File: src/logic/mc_adapter_pkg.sv
// Memory controller adapter definitions

package mc_adapter_pkg;

	// Sizes and counts
	localparam int NUM_MC_PORTS = 4;
	localparam int TID_W = 32;
	localparam int ADDR_W = 48;
	localparam int DATA_W = 64;
	// Quadword count carried in the low id bits
	localparam int QW_W = 3;

	// Field types
	typedef logic [TID_W-1:0] tid_t;
	typedef logic [ADDR_W-1:0] addr_t;
	typedef logic [DATA_W-1:0] data_t;
	typedef logic [1:0] size_t;
	typedef logic [2:0] mc_cmd_t;
	typedef logic [3:0] mc_scmd_t;
	typedef logic [1:0] req_kind_t;

	// Internal request kinds
	// Kind 2 falls into the atomic decode as well
	localparam req_kind_t REQ_READ = 2'd0;
	localparam req_kind_t REQ_WRITE = 2'd1;
	localparam req_kind_t REQ_ATOMIC = 2'd3;

	// Request commands toward the memory controller
	localparam mc_cmd_t CMD_RD8 = 3'd1;
	localparam mc_cmd_t CMD_WR8 = 3'd2;
	localparam mc_cmd_t CMD_RD64 = 3'd3;
	localparam mc_cmd_t CMD_WR64 = 3'd4;
	localparam mc_cmd_t CMD_ATOMIC = 3'd6;

	// Response commands from the memory controller
	localparam mc_cmd_t RSP_RD8_DATA = 3'd2;
	localparam mc_cmd_t RSP_WR_CMP = 3'd3;
	localparam mc_cmd_t RSP_ATOMIC_DATA = 3'd4;
	localparam mc_cmd_t RSP_WR64_CMP = 3'd5;
	localparam mc_cmd_t RSP_RD64_DATA = 3'd7;

	// Atomic exchange sub-command
	localparam mc_scmd_t SCMD_ATOM_EXCH = 4'd2;

	// Exchange operand with only the top bit set
	localparam data_t ATOM_EXCH_DATA = {1'b1, {(DATA_W-1){1'b0}}};

endpackage

File: src/logic/mc_rsp_decoder.sv
// Memory controller response decoder

module mc_rsp_decoder (
	// Memory controller response fields
	input  logic                     i_mc_rs_vld,
	input  mc_adapter_pkg::mc_cmd_t  i_mc_rs_cmd,
	input  mc_adapter_pkg::mc_scmd_t i_mc_rs_scmd,
	input  mc_adapter_pkg::data_t    i_mc_rs_data,
	input  mc_adapter_pkg::tid_t     i_mc_rs_rtnctl,

	// Internal response queue levels
	input  logic                     i_rd_rsp_full,
	input  logic                     i_wr_rsp_full,

	// Internal responses
	output logic                     o_rd_rsp_vld,
	output mc_adapter_pkg::tid_t     o_rd_rsp_tid,
	output mc_adapter_pkg::data_t    o_rd_rsp_data,
	output logic                     o_wr_rsp_vld,
	output mc_adapter_pkg::tid_t     o_wr_rsp_tid,
	output logic                     o_mc_rs_stall
);

	import mc_adapter_pkg::*;

	logic            is_rd;
	logic            is_wr;
	logic [QW_W-1:0] qw_idx;

	// Response classification
	always_comb begin
		is_rd = 1'b0;
		is_wr = 1'b0;
		case (i_mc_rs_cmd)
			RSP_RD8_DATA, RSP_RD64_DATA, RSP_ATOMIC_DATA: begin
				is_rd = 1'b1;
			end
			RSP_WR_CMP, RSP_WR64_CMP: begin
				is_wr = 1'b1;
			end
			default: begin
				is_rd = 1'b0;
			end
		endcase
	end

	assign o_rd_rsp_vld = i_mc_rs_vld && is_rd;
	assign o_wr_rsp_vld = i_mc_rs_vld && is_wr;

	// Only 64-byte reads return a quadword index in scmd
	assign qw_idx = (i_mc_rs_cmd == RSP_RD64_DATA) ? i_mc_rs_scmd[QW_W-1:0] : '0;

	assign o_rd_rsp_tid = {i_mc_rs_rtnctl[TID_W-1:QW_W], qw_idx};
	assign o_rd_rsp_data = i_mc_rs_data;
	assign o_wr_rsp_tid = i_mc_rs_rtnctl;

	// Hold off the controller if either queue is full
	assign o_mc_rs_stall = i_rd_rsp_full || i_wr_rsp_full;

endmodule

File: config.mk
export PLATFORM = sky130hd
export DESIGN_NAME = mc_rsp_decoder
export DESIGN_NICKNAME = d
export VERILOG_FILES = /design/src/logic/mc_adapter_pkg.sv /design/src/logic/mc_rsp_decoder.sv
export SDC_FILE = /design/constraint.sdc
export NUM_CORES = 1
export LEC_CHECK = 0
export BUFFER_PORTS_ARGS = -buffer_cell sky130_fd_sc_hd__buf_2
export CORE_AREA = 2 2 93 95
export DETAILED_ROUTE_END_ITERATION = 16
export DIE_AREA = 0 0 95 97
export PLACE_DENSITY = 0.52
export SYNTH_ARGS = -nofsm -noshare
export SYNTH_HDL_FRONTEND = slang
export SYNTH_SLANG_ARGS = --single-unit
File: constraint.sdc
create_clock -name vclk -period 0.9
set_clock_uncertainty 0.15 [all_clocks]
set_input_delay 0.18 -clock vclk [all_inputs]
set_output_delay 0.18 -clock vclk [all_outputs]
set_load 0.02 [all_outputs]
======== Word level (Yosys, flattened, before mapping) ========
Cells that the tools add are included.
word-level totals
  output and inout bits ................... 131
  register bits after elaboration ......... 0
  input bits .............................. 106
  logic and storage cells ................. 13
cells by class
  equality and inequality tests ........... 5
  muxes and demuxes ....................... 3
  reductions and logical operators ........ 5
operators by type and width
  cell                                                                    number
  3-bit equality test (second input constant)                             3
  3-bit by 2-bit equality test with 1-bit output (second input constant)  2
  3-bit 2-to-1 mux                                                        1
  3-bit OR reduction                                                      1
  1-bit logical AND                                                       2
  1-bit 2-to-1 mux                                                        2
  2-bit OR reduction                                                      1
  1-bit logical OR                                                        1

======== Depth between registers and ports, before layout ========
  depth after elaboration ................. 4
  depth in mapped cells ................... 2
  mapped depth without buffers ............ 2

======== Worst setup path after synthesis ========
No wires, ideal clock.
  path kind ............................... input -> output
  start ................................... in i_mc_rs_cmd[1]
  end ..................................... out o_rd_rsp_vld
  setup slack ............................. -0.160 ns
  buffers on the path ..................... 0
  arrival time ............................ 0.730 ns
  data required time ...................... 0.570 ns
  cell stages on the path ................. 2
  path through ............................ nor2b_1 -> o31ai_2
on the way
  cells in the longest elaborated chain, start to end .. 4
  elaborated cells between the ends (all ways) .. 6
  classes of those cells .................. eq/ne (3); mux (1); reduce/logical (2)
ends and longest elaborated chain
  element                                                                                line                  source
  from (decl)                                                                            mc_rsp_decoder.sv:6   input mc_adapter_pkg::mc_cmd_t i_mc_rs_cmd,
  3-bit equality test or 3-bit by 2-bit equality test with 1-bit output (tied branches)  mc_rsp_decoder.sv:34  case (i_mc_rs_cmd)
  3-bit OR reduction *                                                                   mc_rsp_decoder.sv:34
  1-bit 2-to-1 mux *                                                                     mc_rsp_decoder.sv:34
  1-bit logical AND *                                                                    mc_rsp_decoder.sv:47  assign o_rd_rsp_vld = i_mc_rs_vld && is_rd;
  to (decl)                                                                              mc_rsp_decoder.sv:16  output logic o_rd_rsp_vld,
Every way passes the cells marked *; elsewhere a longest branch is shown, timed or not.

======== Worst setup path after layout ========
  start ................................... in i_mc_rs_cmd[0]
  end ..................................... out o_rd_rsp_vld
The elaborated chain is that of the path after synthesis.

==> flow_summary.yaml <==
outcome:
  status: "finished, violations left"
  violations: "setup timing"
critical_path:
  startpoint: "i_mc_rs_cmd[0]"
  path_class: "in -> out"
  cp_data_required_time_ns: 0.57
  arrival_ns: 0.77
  path_max_fanout: 5
  start_kind: "input port"
  end_kind: "output port"
yosys:
  synth_top_cell_area_share_pct: 91.6
  synth_common_cells: "buf_4, and2_1, and3_1, nor2b_1"
  yosysWarnings: 0
  synth_area_per_cell_um2: 7.48
  syn_area_um2: 1020
  yosys.area.top_type: "buf_4"
  yosys-top-cells-area: "buf_4, and2_1, and3_1, nor2b_1, o31ai_2"
  ys_types: 9
  syn-num-nets: 243
  seq_area_frac_synth_pct: 0
  synth_cells: 137
  synth.most_common_cell: "buf_4"
sta:
  fmax_mhz: 909
  fin_setup_tns_ns: -0.871
  setup_viol: 6
  setup_slack_ns: -0.200
  tightest_slew_ns: 0.187
  fin_hold_ws_ns: 0.210
  period_share_pct: 122
  finalMaxSlewViolations: 0
  fin_crit_ns: 1.10
  rsz0062_at_grt: "yes"
  hold_violations: 0
  max_slew_margin_pct: 87.5
power:
  p_per_area_nw_per_um2: 327
  ir_worst_vdd_mv: 0.0547
  p_leak_nw: 0.158
routing:
  antenna_left: 0
  wirelength_mm: 2.03
  num_vias: 323
  wl_per_cell_um: 15.0
  drc_errors: 0
  routed_via_density: 2.39
  drt_iter0_markers: 1
  dr.pass1.iters: 2
global_routing:
  grt-ovfl-total: 0
  antenna_found_initial: 0
  grt_util_met2_pct: 4.75
  grt_max_degree: 6
  busiest_layer: "met4"
  grt_pass1_vias: 384
  met3_usage_pct: 5.61
  met1_usage_pct: 0.612
  grt_pass1_wl_mm: 2.49
  track_usage_pct: 3.77
min_path:
  hold_class: "in -> out"
  hold_path_startpoint: "i_mc_rs_rtnctl[6]"
die:
  start_util_pct: 12.6
  fp.coreArea_um2: 8130
  io_pins: 237
  die_x_um: 95
  die_h_um: 97
  num_rows: 33
  dieArea_um2: 9220
cells_and_area:
  nFlopsAndLatches: 0
  fin_cells: 135
  clockBufferCount: 0
  drive_gt1_share_pct: 93.3
  design_area_um2: 457
  synthToLayoutAreaGrowth_pct: -55.4
  antennaDiodeCount: 0
  regArea_um2: 0
  fin_nets: 138
place:
  portBuffers: 15
  placed_cells: 132
  dp_hpwl_mm: 1.65
  dpl_cell_area_um2: 309
  place_ws_ns: -0.291
  routabilityCongestion: 0.476
flow_run:
  max_cap_viol_count: 0
clocking:
  cts_hold_buf: 0
==> layer usage <==
metal | vias to the layer above | wire, µm
met3 | 53 | 731
met5 | - | 0
li1 | 78 | -
met1 | 99 | 184
met4 | 0 | 386
met2 | 93 | 726
==> report_power, final <==
part / switching (mW) / internal, mW
Clock: 0 / 0
Combinational: 0.0563 / 0.0931
Sequential: 0 / 0
==> logic make-up after synthesis <==
logic type                Yosys count  share of synthesized area, %
and+or+nand+nor                    10                          6.35
xor gates and xnor gates            1                         0.855
buffers and inverters             125                          91.6
AOI/OAI and AO/OA                   1                          1.22
==> metrics by stage <==
stage	utilization [%]	total power, mW
2_1_floorplan	-	0.854
3_3_place_gp	3.80	0.0819
3_5_place_dp	3.80	0.0836
4_1_cts	5.43	0.144
5_1_grt	5.61	0.160
6_report	5.61	0.149
==> critical path: stages <==
cell and delay (ns):
buf_8 0.10, nor2b_4 0.12, o31ai_4 0.22, buf_6 0.15
==> area by class of cell <==
class | instances | area [µm²]
timing repair buffer | 18 | 179
tap | 105 | 131
multi-input combinational | 12 | 146
fill | 939 | 7680
==> worst paths after layout <==
kind	slack [ns]	cells after the start	end
setup / recovery	-0.20	4	o_rd_rsp_vld
hold / removal	0.21	0	o_rd_rsp_tid[6]
==> what timing repair did <==
| action | 4_1_cts | 5_1_grt |
|---|---|---|
| pin swaps | 5 | 5 |
| setup buffers | 2 | 1 |
| resized for setup | 31 | 2 |
| hold endpoints to repair | 0 | 0 |
| endpoints found under the setup margin | 6 | 6 |
==> layout by cell type, fill, tap and decap left out <==
cell	count
buf_6	9
buf_2	4
and2_4	3
buf_4	3
and3_4	2
nor2b_4	2
or2_1	1
xor2_1	1
nand2_2	1
nand4bb_4	1
o31ai_4	1
buf_8	1
buf_12	1
No activity file was read; power rests on OpenSTA's default activity.
