<file path="src/logic/mc_adapter_pkg.sv">
// Memory controller adapter definitions

package mc_adapter_pkg;

	// Sizes and counts
	localparam int NUM_MC_PORTS = 4;
	localparam int TID_W = 32;
	localparam int ADDR_W = 48;
	localparam int DATA_W = 64;
	// Quadword count carried in the low id bits
	localparam int QW_W = 3;

	// Field types
	typedef logic [TID_W-1:0] tid_t;
	typedef logic [ADDR_W-1:0] addr_t;
	typedef logic [DATA_W-1:0] data_t;
	typedef logic [1:0] size_t;
	typedef logic [2:0] mc_cmd_t;
	typedef logic [3:0] mc_scmd_t;
	typedef logic [1:0] req_kind_t;

	// Internal request kinds
	// Kind 2 falls into the atomic decode as well
	localparam req_kind_t REQ_READ = 2'd0;
	localparam req_kind_t REQ_WRITE = 2'd1;
	localparam req_kind_t REQ_ATOMIC = 2'd3;

	// Request commands toward the memory controller
	localparam mc_cmd_t CMD_RD8 = 3'd1;
	localparam mc_cmd_t CMD_WR8 = 3'd2;
	localparam mc_cmd_t CMD_RD64 = 3'd3;
	localparam mc_cmd_t CMD_WR64 = 3'd4;
	localparam mc_cmd_t CMD_ATOMIC = 3'd6;

	// Response commands from the memory controller
	localparam mc_cmd_t RSP_RD8_DATA = 3'd2;
	localparam mc_cmd_t RSP_WR_CMP = 3'd3;
	localparam mc_cmd_t RSP_ATOMIC_DATA = 3'd4;
	localparam mc_cmd_t RSP_WR64_CMP = 3'd5;
	localparam mc_cmd_t RSP_RD64_DATA = 3'd7;

	// Atomic exchange sub-command
	localparam mc_scmd_t SCMD_ATOM_EXCH = 4'd2;

	// Exchange operand with only the top bit set
	localparam data_t ATOM_EXCH_DATA = {1'b1, {(DATA_W-1){1'b0}}};

endpackage

</file>
<file path="src/logic/mc_req_encoder.sv">
// Memory controller request encoder

module mc_req_encoder (
	// Internal request
	input  logic                      i_req_vld,
	input  mc_adapter_pkg::req_kind_t i_req_kind,
	input  mc_adapter_pkg::size_t     i_req_size,
	input  mc_adapter_pkg::tid_t      i_req_tid,
	input  mc_adapter_pkg::addr_t     i_req_addr,
	input  mc_adapter_pkg::data_t     i_req_data,

	// Memory controller request fields
	output logic                      o_mc_rq_vld,
	output mc_adapter_pkg::tid_t      o_mc_rq_rtnctl,
	output mc_adapter_pkg::data_t     o_mc_rq_data,
	output mc_adapter_pkg::addr_t     o_mc_rq_vadr,
	output mc_adapter_pkg::size_t     o_mc_rq_size,
	output mc_adapter_pkg::mc_cmd_t   o_mc_rq_cmd,
	output mc_adapter_pkg::mc_scmd_t  o_mc_rq_scmd
);

	import mc_adapter_pkg::*;

	logic [QW_W-1:0] qw_cnt;
	logic [QW_W-1:0] qw_cnt_inc;
	logic            is_64b;

	// Low id bits hold the quadword count of the transfer
	assign qw_cnt = i_req_tid[QW_W-1:0];
	assign is_64b = |qw_cnt;

	// Wraps at eight, so a full line encodes as zero
	assign qw_cnt_inc = qw_cnt + 1'b1;

	// Unchanged fields
	assign o_mc_rq_vld = i_req_vld;
	assign o_mc_rq_rtnctl = i_req_tid;
	assign o_mc_rq_vadr = i_req_addr;
	assign o_mc_rq_size = i_req_size;

	// Command select
	always_comb begin
		case (i_req_kind)
			REQ_READ: begin
				o_mc_rq_cmd = is_64b ? CMD_RD64 : CMD_RD8;
			end
			REQ_WRITE: begin
				o_mc_rq_cmd = is_64b ? CMD_WR64 : CMD_WR8;
			end
			default: begin
				o_mc_rq_cmd = CMD_ATOMIC;
			end
		endcase
	end

	// Sub-command follows the chosen command
	always_comb begin
		case (o_mc_rq_cmd)
			CMD_WR64: begin
				o_mc_rq_scmd = mc_scmd_t'(qw_cnt_inc);
			end
			CMD_ATOMIC: begin
				o_mc_rq_scmd = SCMD_ATOM_EXCH;
			end
			default: begin
				o_mc_rq_scmd = '0;
			end
		endcase
	end

	// Exchange operand replaces the payload for kind 3 only
	assign o_mc_rq_data = (i_req_kind == REQ_ATOMIC) ? ATOM_EXCH_DATA : i_req_data;

endmodule

</file>
<file path="config.mk">
export PLATFORM = sky130hd
export DESIGN_NAME = mc_req_encoder
export DESIGN_NICKNAME = d
export VERILOG_FILES = /design/src/logic/mc_adapter_pkg.sv /design/src/logic/mc_req_encoder.sv
export SDC_FILE = /design/constraint.sdc
export NUM_CORES = 1
export LEC_CHECK = 0
export BUFFER_PORTS_ARGS = -buffer_cell sky130_fd_sc_hd__buf_2
export CAP_MARGIN = 25
export CORE_AREA = 3 3 116 118
export DETAILED_ROUTE_END_ITERATION = 7
export DIE_AREA = 0 0 119 121
export GPL_TIMING_DRIVEN = 1
export PLACE_DENSITY = 0.52
export RECOVER_POWER = 100
export SYNTH_ARGS = -nofsm -noshare
export SYNTH_HDL_FRONTEND = slang
export SYNTH_SLANG_ARGS = --single-unit
</file>
<file path="constraint.sdc">
create_clock -name vclk -period 1.15
set_clock_uncertainty 0.15 [all_clocks]
set_input_delay 0.23 -clock vclk [all_inputs]
set_output_delay 0.23 -clock vclk [all_outputs]
set_load 0.05 [all_outputs]
</file>
After elaboration in Yosys (flattened, before gate mapping)
Cells that the tools add are included.
{"block": "op_classes", "add_sub_neg": 1, "multipliers": 0, "div": 0, "n_lt_le_gt_ge": 0, "n_eq_ne": 4, "shifts": 0, "mux": 5, "n_bitwise": 0, "reduce_logical": 2}
{"cell": "64-bit 2-to-1 mux", "n": 1}
{"cell": "3-bit one-hot mux with 2 select lines", "n": 2}
{"cell": "3-bit == test (second input constant)", "n": 2}
{"cell": "3-bit by 1-bit adder with 3-bit output (second input constant)", "n": 1}
{"cell": "3-bit 2-to-1 mux", "n": 1}
{"cell": "3-bit OR reduction", "n": 1}
{"cell": "2-bit by 1-bit == test with 1-bit output (second input constant)", "n": 1}
{"cell": "2-bit == test (second input constant)", "n": 1}
{"cell": "2-bit logical NOT", "n": 1}
{"cell": "2-bit 2-to-1 mux", "n": 1}
{"block": "totals", "ff_bits": 0, "latch_bits": 0, "mem_bits_rw": 0, "mem_bits_ro": 0, "in_bits": 149, "out_inout_bits": 154, "wordCells": 12, "memories": 0}

Longest topological paths before layout
Gate-level depths: netlist (run 1).
{"block": "logic_depth", "depth_word": 5, "depth_mapped": 5, "depth_no_buf": 5}

Worst setup path after synthesis (run 1)
No wires, ideal clock.
{"block": "synth_path", "path_type": "input port to output port", "start": "in i_req_tid[0]", "end": "out o_mc_rq_scmd[2]", "arrival_ps": 1744, "setup_slack_ps": -974, "path_stages": 5, "path_buffers": 0, "path_cell_list": "inv_1 -> ha_1 -> nor2_1 -> mux2i_1 -> nor3b_1"}
{"block": "synth_via", "elab_chain_len": 5, "elab_cells_between_ends": 8}
{"element": "from (decl)", "line": "mc_req_encoder.sv:8", "text": "input mc_adapter_pkg::tid_t i_req_tid,"}
{"element": "3-bit OR reduction", "line": "mc_req_encoder.sv:30", "text": "assign is_64b = |qw_cnt;"}
{"element": "3-bit 2-to-1 mux or 2-bit 2-to-1 mux (tied branches)", "line": "mc_req_encoder.sv:48, mc_req_encoder.sv:45"}
{"element": "3-bit one-hot mux with 2 select lines", "line": "mc_req_encoder.sv:43", "text": "case (i_req_kind)"}
{"element": "3-bit == test", "line": "mc_req_encoder.sv:58", "text": "case (o_mc_rq_cmd)"}
{"element": "3-bit one-hot mux with 2 select lines (*)", "line": "mc_req_encoder.sv:58"}
{"element": "to (decl)", "line": "mc_req_encoder.sv:19", "text": "output mc_adapter_pkg::mc_scmd_t o_mc_rq_scmd"}
Every way passes the cells marked *; elsewhere a longest branch is shown, timed or not.

Worst setup path in the final report (run 1)
{"block": "layout_path", "start": "in i_req_tid[1]", "end": "out o_mc_rq_scmd[2]"}
Same word-level chain as after synthesis.

==> metrics.txt, run 1 <==
Crit path max-delay family buffers and inverters; period utilization 135.5%; startpoint types primary input; Setup violations, final 69; Final Util a little under a quarter; WS Path Type in2out; Final min period 1558 ps; synthesized area per cell 7.602 µm²; HPWL after DPL ~4.4 mm; layout cells sized above 1 between 90 and 100%; post-route insts no fill between 400 and 500; pwr/cell area approximately 630 mW/mm²; fin worst setup slack -408.1 ps; min-delay worst type in2out; Critical path buffers and inverters 3; crit-path cells buf_12 -> buf_6 -> ha_4 -> mux2i_4 -> nor3b_4 -> buf_12; Buffers on Ports roughly 140; Ports roughly 300; failing checks setup timing; Max-Cap Viols 0; first-pass GRT wire length ~8.5 mm; CTS Hold Bufs 0; Final Max Tran Viols 0; wire per inst between 10 and 15 µm; Mapped Cells between 150 and 200; critical path's largest stage delay 220 ps; cell area after layout just under 0.003 mm²; Antenna Nets Post-Route 0; Synth Net Count ~320; Max rail drop VDD 0.0001985 V; commonest non-fill, non-tap cell in the layout buf_2; # rows 41; Data required, critical path a little under 800 ps; final hold vios 0; sequential share of the synthesized area 0%; drt drc 0; Unique masters post-synth 18; Inst Count DP around 400; NumNets Final between 400 and 500; gr ovfl total 0; Die Ht approximately 120 µm; register area 0 µm²; Die ar. 0.01440 mm²; core region area 0.01257 mm²; Antenna diodes 0; vias in the first global route between 1500 and 2000; RSZ-0062 raised after global routing true; cell area after placement around 0.0019 mm²; Seq cells 0; fill count ~1300; critical path arrival about 1200 ps; Initial DRC Count 5; hold path depth 0; routed wire length 5.769 mm; Vias roughly 1300; hold wc startpoint i_req_tid[21]; synthesized-area fraction occupied by xor and xnor cells 0%; Simple-Gate Fraction of Synth Area between 40 and 50%; LEAKAGE around 1.4 nW; Area Overhead vs Synth 122.1%; synth warn 0; Slowest cell on crit path nor3b_4; initial antenna violation count 0; Tot GR Track Use between 7 and 8%; vias per cell ~3.2; Clock buffer cells 0; most frequent CP cell buf_12; largest family of logic cells by synthesized area buffers and inverters; status finished, violations left; Pre-Repair DR Iteration Count 2; WHS 310.0 ps; Hold Crit Endpoint o_mc_rq_rtnctl[21]; commonest cells after routing, fill and taps aside 67 x buf_2, 63 x and2_4, 63 x buf_8; Syn Std Cell Area 0.001308 mm²; Fmax achieved 641.8 MHz; Critical Path Fanout Max 2; largest net degree at the start of global routing 8; mux cell area share after synthesis less than 1%; CP Launch Point i_req_tid[1]; Adder-Cell Fraction of Synth Area roughly 1.9%; effective utilization at floorplan roughly a tenth; Die Wd between 100 and 150 µm; GP Congestion roughly 0.66; compound-gate portion of the synthesized area between 2 and 2.5%; Worst setup EP type primary output
## area by class of cell
class / instances / area (µm²) / area share, %
Multi-Input combinational cell: 79 / 784.5 / 27.01
Tap cell: 172 / 215.2 / 7.411
Inverter: 3 / 31.28 / 1.077
Timing Repair Buffer: 167 / 1873 / 64.50
## worst max-delay path by stage
stage | endpoint | depth (start not counted)
global placement | o_mc_rq_cmd[1] | 8
finish | o_mc_rq_scmd[2] | 6
global route | o_mc_rq_scmd[2] | 6
floorplan | o_mc_rq_scmd[2] | 5
detailed placement | o_mc_rq_cmd[1] | 8
CTS | o_mc_rq_scmd[2] | 6
## routing by layer
metal	global-route usage (%)	share of wire, %	vias to the layer above
met5	0	0	-
met1	7.551	33	610
met3	2.238	9.7	22
li1	-	-	591
met4	1.810	2.3	0
met2	14.13	55	109
## timing repair
| item | 4_1_cts | 5_1_grt |
|---|---|---|
| gates resized for setup | 242 | 14 |
| gates cloned | 7 | 0 |
| buffers inserted | 11 | 0 |
| endpoints found under the setup margin | 72 | 70 |
| pin swaps | 57 | 15 |
## power breakdown
part           internal (mW)  switching (mW)  total [mW]  leakage (nW)
logic                  0.885           0.936        1.82          1.41
clock network              0               0           0             0
registers                  0               0           0             0
total                  0.885           0.936        1.82          1.41
## logic make-up after synthesis
kind of cell | Yosys count
buf+inv | 93
compound gates | 4
other cells | 1
simple gates | 71
fa+ha+maj | 2
mux | 1
## through the flow
stage	TNS [ps]	setup slack [ps]	total power, mW
global route	-17790	-460.2	1.891
finish	-15690	-408.1	1.820
detailed placement	-19880	-546.7	1.281
global placement	-18930	-536.6	1.272
CTS	-17460	-421.9	1.826
floorplan	-913.0	-316.7	1.650
## Yosys cell counts
cell      instances  area share, %
o21ai_0           1           0.38
o21bai_1          1           0.57
and2_4           35             23
nor3_1            2           0.77
o21a_1            1           0.57
inv_1             3           0.86
buf_4            84             48
ha_1              2            1.9
and2_1           28             13
buf_6             6            5.2
conb_1            1           0.29
or2b_1            1           0.57
nor2_1            2           0.57
a21o_1            1           0.57
nand2b_1          1           0.48
mux2i_1           1           0.77
nand2_4           1           0.86
nor3b_1           1           0.57
Note: power is estimated with default switching activity, not from simulation.
==> run 2, diff against run 1 <==
- CORE_AREA: 3 3 116 118 -> 3 3 115 117
- DIE_AREA: 0 0 119 121 -> 0 0 118 120
- PLACE_DENSITY: 0.52 -> 0.53
- clock period: 1.15 -> 1.9 ns (I/O delays scaled with it)
==> metrics.txt, run 2 (synthesized netlist as in run 1, its figures left out) <==
Tot GR Track Use 4.360%; status completed; wire per inst roughly 9.2 µm; # rows 41; NumNets Final between 300 and 400; register area 0 µm²; dpl ws -63.42 ps; max_slew headroom roughly three fifths; Die ar. approximately 0.014 mm²; commonest cells after routing, fill and taps aside 69 x buf_2, 65 x clkbuf_2, 35 x and2_4; gr ovfl total 0; Buffers on Ports roughly 140; Detail Route met3 WL approximately 460 µm; min-delay worst type in2out; CTS Hold Bufs 0; Antenna Nets Post-Route 0; Seq cells 0; Max-Cap Viols 0; fin worst setup slack ~52 ps; vias in the first global route about 1000; Die Wd ~120 µm; Data required, critical path roughly 1400 ps; drt drc 0; Fin Setup TNS 0 ps; critical path arrival roughly 1300 ps; Critical Path Fanout Max 3; startpoint types primary input; Clock buffer cells 0; Area Overhead vs Synth 25.65%; Max rail drop VDD approximately 0.000085 V; post-CTS setup repair buffer count 0; hold wc startpoint i_req_tid[21]; Hold Crit Endpoint o_mc_rq_rtnctl[21]; first-pass GRT wire length 5.237 mm; HPWL after DPL between 3 and 4 mm; Final Max Tran Viols 0; layout cells sized above 1 about four fifths; final hold vios 0; vias per cell 2.777; Initial DRC Count 14; GP Congestion a little under 0.7; commonest non-fill, non-tap cell in the layout buf_2; Ports slightly above 300; initial antenna violation count 0; period utilization a little over nine tenths; Highest Signal Layer met4; met2 wire len around 1.7 mm; Pre-Repair DR Iteration Count 3; Worst-Margin Slew 613.1 ps; largest net degree at the start of global routing 30; core region area roughly 0.012 mm²; Antenna diodes 0; hold path depth 0; WS Path Type in2out; RSZ-0062 raised after global routing false; Final min period roughly 1800 ps; Worst setup EP type primary output; WL met1 roughly 1.3 mm; Setup violations, final 0; Vias 1119; LEAKAGE 0.9218 nW; fill count between 1000 and 1500; routed wire length 3.705 mm; pwr/cell area approximately 420 mW/mm²; Fmax achieved between 500 and 600 MHz; Die Ht 120 µm; effective utilization at floorplan 10.49%
==> run 2: changes by cell type in the layout (fill, tap and decap cells not counted), moves of 2 or more <==
cell | before | now
buf_4 | 3 | 8
and2_4 | 63 | 35
clkbuf_1 | 0 | 3
inv_1 | 0 | 2
buf_16 | 5 | 0
buf_8 | 63 | 0
buf_2 | 67 | 69
buf_6 | 17 | 2
clkbuf_2 | 0 | 65
and2_1 | 0 | 28
ha_4 | 2 | 0
buf_12 | 12 | 1
nor2_1 | 0 | 2
==> run 2: stage by stage <==
stage / hold WS (ps) / cells / power, mW / utilization [%] / area [µm²]
2_1_floorplan: 672.8 / 172 / 0.9730 / - / 1328
3_3_place_gp: 610.3 / 404 / 0.6936 / 13.18 / 1643
3_5_place_dp: 610.3 / 404 / 0.6936 / 13.18 / 1643
4_1_cts: 610.3 / 404 / 0.6974 / 13.24 / 1650
5_1_grt: 610.1 / 403 / 0.7258 / 13.18 / 1643
6_report: 610.0 / 403 / 0.6898 / 13.18 / 1643
==> run 2: power breakdown <==
part | internal [mW] | leakage [nW] | total (mW) | switching, mW
Clock | 0 | 0 | 0 | 0
Sequential | 0 | 0 | 0 | 0
Combinational | 0.217 | 0.922 | 0.690 | 0.473
==> run 2: cell type report <==
type                       count  area (µm²)  share of cell area [%]
inverter                       3       11.26                  0.6855
multi-input combinational     79       624.3                   38.00
tap                          172       215.2                   13.10
timing repair buffer         149       792.0                   48.21
==> run 2: repair_timing <==
action / 4_1_cts / 5_1_grt
pin swaps: 1 / 2
setup endpoints to repair: 4 / 4
resized for setup: 5 / 7
==> run 2: per-layer routing <==
layer / global-route usage [%] / vias up
met5: 0 / -
met4: 2.564 / 0
met3: 1.555 / 26
met2: 6.899 / 97
met1: 5.081 / 445
li1: - / 551
==> run 2: worst max path at each step <==
stage	from	endpoint	slack, ps
6_report	i_req_tid[1]	o_mc_rq_scmd[1]	50
5_1_grt	i_req_tid[1]	o_mc_rq_scmd[1]	2
4_1_cts	i_req_tid[0]	o_mc_rq_scmd[0]	8
3_5_place_dp	i_req_tid[0]	o_mc_rq_scmd[0]	-60
3_3_place_gp	i_req_tid[0]	o_mc_rq_scmd[0]	-60
2_1_floorplan	i_req_tid[0]	o_mc_rq_scmd[2]	-40
==> run 2: critical path: stages <==
cell and delay (ps):
buf_2 110, inv_1 50, ha_2 180, inv_2 50, o21a_1 180, a21o_1 180, buf_4 180
==> run 3, diff against run 2 <==
- ABC_AREA: not set -> 1
- CORE_AREA: 3 3 115 117 -> 3 3 116 118
- DIE_AREA: 0 0 118 120 -> 0 0 119 121
- PLACE_DENSITY: 0.53 -> 0.52
==> metrics.txt, run 3 <==
fill count between 1000 and 1500; critical path arrival 1290 ps; Syn Std Cell Area ~0.0013 mm²; fin worst setup slack around 85 ps; Initial DRC Count 24; synth warn 0; initial antenna violation count 0; Worst setup EP type primary output; Die ar. around 0.014 mm²; vias in the first global route around 1100; max_slew headroom between 60% and 70%; Clock buffer cells 0; hold path depth 0; Die Ht 121 µm; min-delay worst type in2out; final hold vios 0; Area Overhead vs Synth 24.03%; first-pass GRT wire length about 5.7 mm; GP Congestion between 0.6 and 0.7; routed wire length 4.343 mm; HPWL after DPL around 3.8 mm; Data required, critical path between 1000 and 1500 ps; WS Path Type in2out; dpl ws -34.71 ps; critical path's largest stage delay 200 ps; commonest cells after routing, fill and taps aside 136 x buf_2, 69 x inv_1, 59 x nor2_1; Slowest cell on crit path ha_1; pwr/cell area between 400 and 500 mW/mm²; synth top area cells buf_4 48%, inv_1 20%, nor2_1 17%, buf_6 4.2%, nor2_2 3.3%; Hold Crit Endpoint o_mc_rq_rtnctl[13]; register area 0 µm²; total power ~660 µW; # rows between 40 and 50; cell area after layout approximately 0.0016 mm²; Synth Net Count just under 400; Buffers on Ports 142; hold wc startpoint i_req_tid[13]; commonest non-fill, non-tap cell in the layout buf_2; crit-path cells buf_2 -> inv_1 -> ha_1 -> nand2_1 -> nand2_2 -> nor2_2 -> buf_6; layout cells sized above 1 a little over half; Ports about 300; Crit path max-delay family simple AND/OR/NAND/NOR gates; LEAKAGE approximately 1.2 nW; Worst-Margin Slew 593.5 ps; RSZ-0062 raised after global routing true; Critical path buffers and inverters 3; Antenna diodes 0; Fmax achieved ~550 MHz; Highest Signal Layer met4; period utilization a little over nine tenths; gr ovfl total 0; sequential share of the synthesized area 0%; Die Wd around 120 µm; status completed; Pre-Repair DR Iteration Count 4; met2 wire len ~2 mm; Yosys top cell area share a little under half; Yosys top cell by area buf_4; Vias roughly 1400; CP Launch Point i_req_tid[0]; CTS Hold Bufs 0; Max-Cap Viols 0; effective utilization at floorplan a little over a tenth; Critical Path Fanout Max 4; Detail Route met3 WL 968 µm; Unique masters post-synth 13; Fin Setup TNS 0 ps; post-CTS setup repair buffer count 0; Multi-input gate area 360.3 µm²; largest net degree at the start of global routing 38; synthesized area per cell about 5.5 µm²; Final Max Tran Viols 0; Seq cells 0; WL met1 about 1.2 mm; Antenna Nets Post-Route 0; Mapped Cells 243; Synth top cells by count 84 x buf_4, 69 x inv_1, 60 x nor2_1; cell area after placement 0.001627 mm²; NumNets Final roughly 460; Max rail drop VDD about 0.000080 V; most common cell in the netlist buf_4; startpoint types primary input; Setup violations, final 0; wire per inst slightly above 9 µm; Tot GR Track Use under 10%; core region area 0.01257 mm²; drt drc 0; Final min period 1815 ps; vias per cell approximately 2.9
==> run 3: repair_timing <==
item | CTS | global route
pin swaps | 0 | 1
resized for setup | 1 | 8
setup endpoints to repair | 1 | 35
==> run 3: cell families (layout without fill, tap and decap cells) <==
| family | count (synthesis) | after routing | synth area share, % |
|---|---|---|---|
| AND/OR/NAND/NOR | 80 | 80 | 24.60 |
| other | 1 | 1 | 0.2825 |
| adder cells (fa/ha/maj) | 2 | 2 | 1.885 |
| buffers and inverters | 160 | 219 | 73.23 |
==> run 3: stage by stage <==
| step | instances | hold WS (ps) | utilization, % |
|---|---|---|---|
| detailed placement | 474 | 610.3 | 12.94 |
| floorplan | 243 | 764.2 | - |
| global route | 474 | 610.1 | 13.10 |
| CTS | 474 | 610.3 | 12.96 |
| finish | 474 | 610.0 | 13.10 |
| global placement | 474 | 610.3 | 12.94 |
==> run 3: how the worst max path moves through the flow <==
stage	end	slack (ps)	cells after the start
2_1_floorplan	o_mc_rq_scmd[0]	-50	5
3_3_place_gp	o_mc_rq_scmd[2]	-10	7
3_5_place_dp	o_mc_rq_scmd[2]	-30	7
4_1_cts	o_mc_rq_data[18]	10	6
5_1_grt	o_mc_rq_scmd[2]	-5	7
6_report	o_mc_rq_scmd[2]	80	7
==> run 3: where the power goes <==
| part | switching (mW) | leakage, nW | internal [mW] | total [mW] |
|---|---|---|---|---|
| Combinational | 0.491 | 1.17 | 0.173 | 0.664 |
| Clock | 0 | 0 | 0 | 0 |
| Sequential | 0 | 0 | 0 | 0 |
==> run 3: routing by layer <==
| metal | vias up | GRT usage (%) |
|---|---|---|
| li1 | 690 | - |
| met1 | 509 | 3.846 |
| met2 | 155 | 8.089 |
| met3 | 34 | 3.823 |
| met4 | 0 | 2.969 |
| met5 | - | 0 |
==> run 3: area by class of cell <==
cell class	instances	share of cell area, %
inverter	70	16.26
multi-input combinational	83	21.88
tap	172	13.07
timing repair buffer	149	48.78
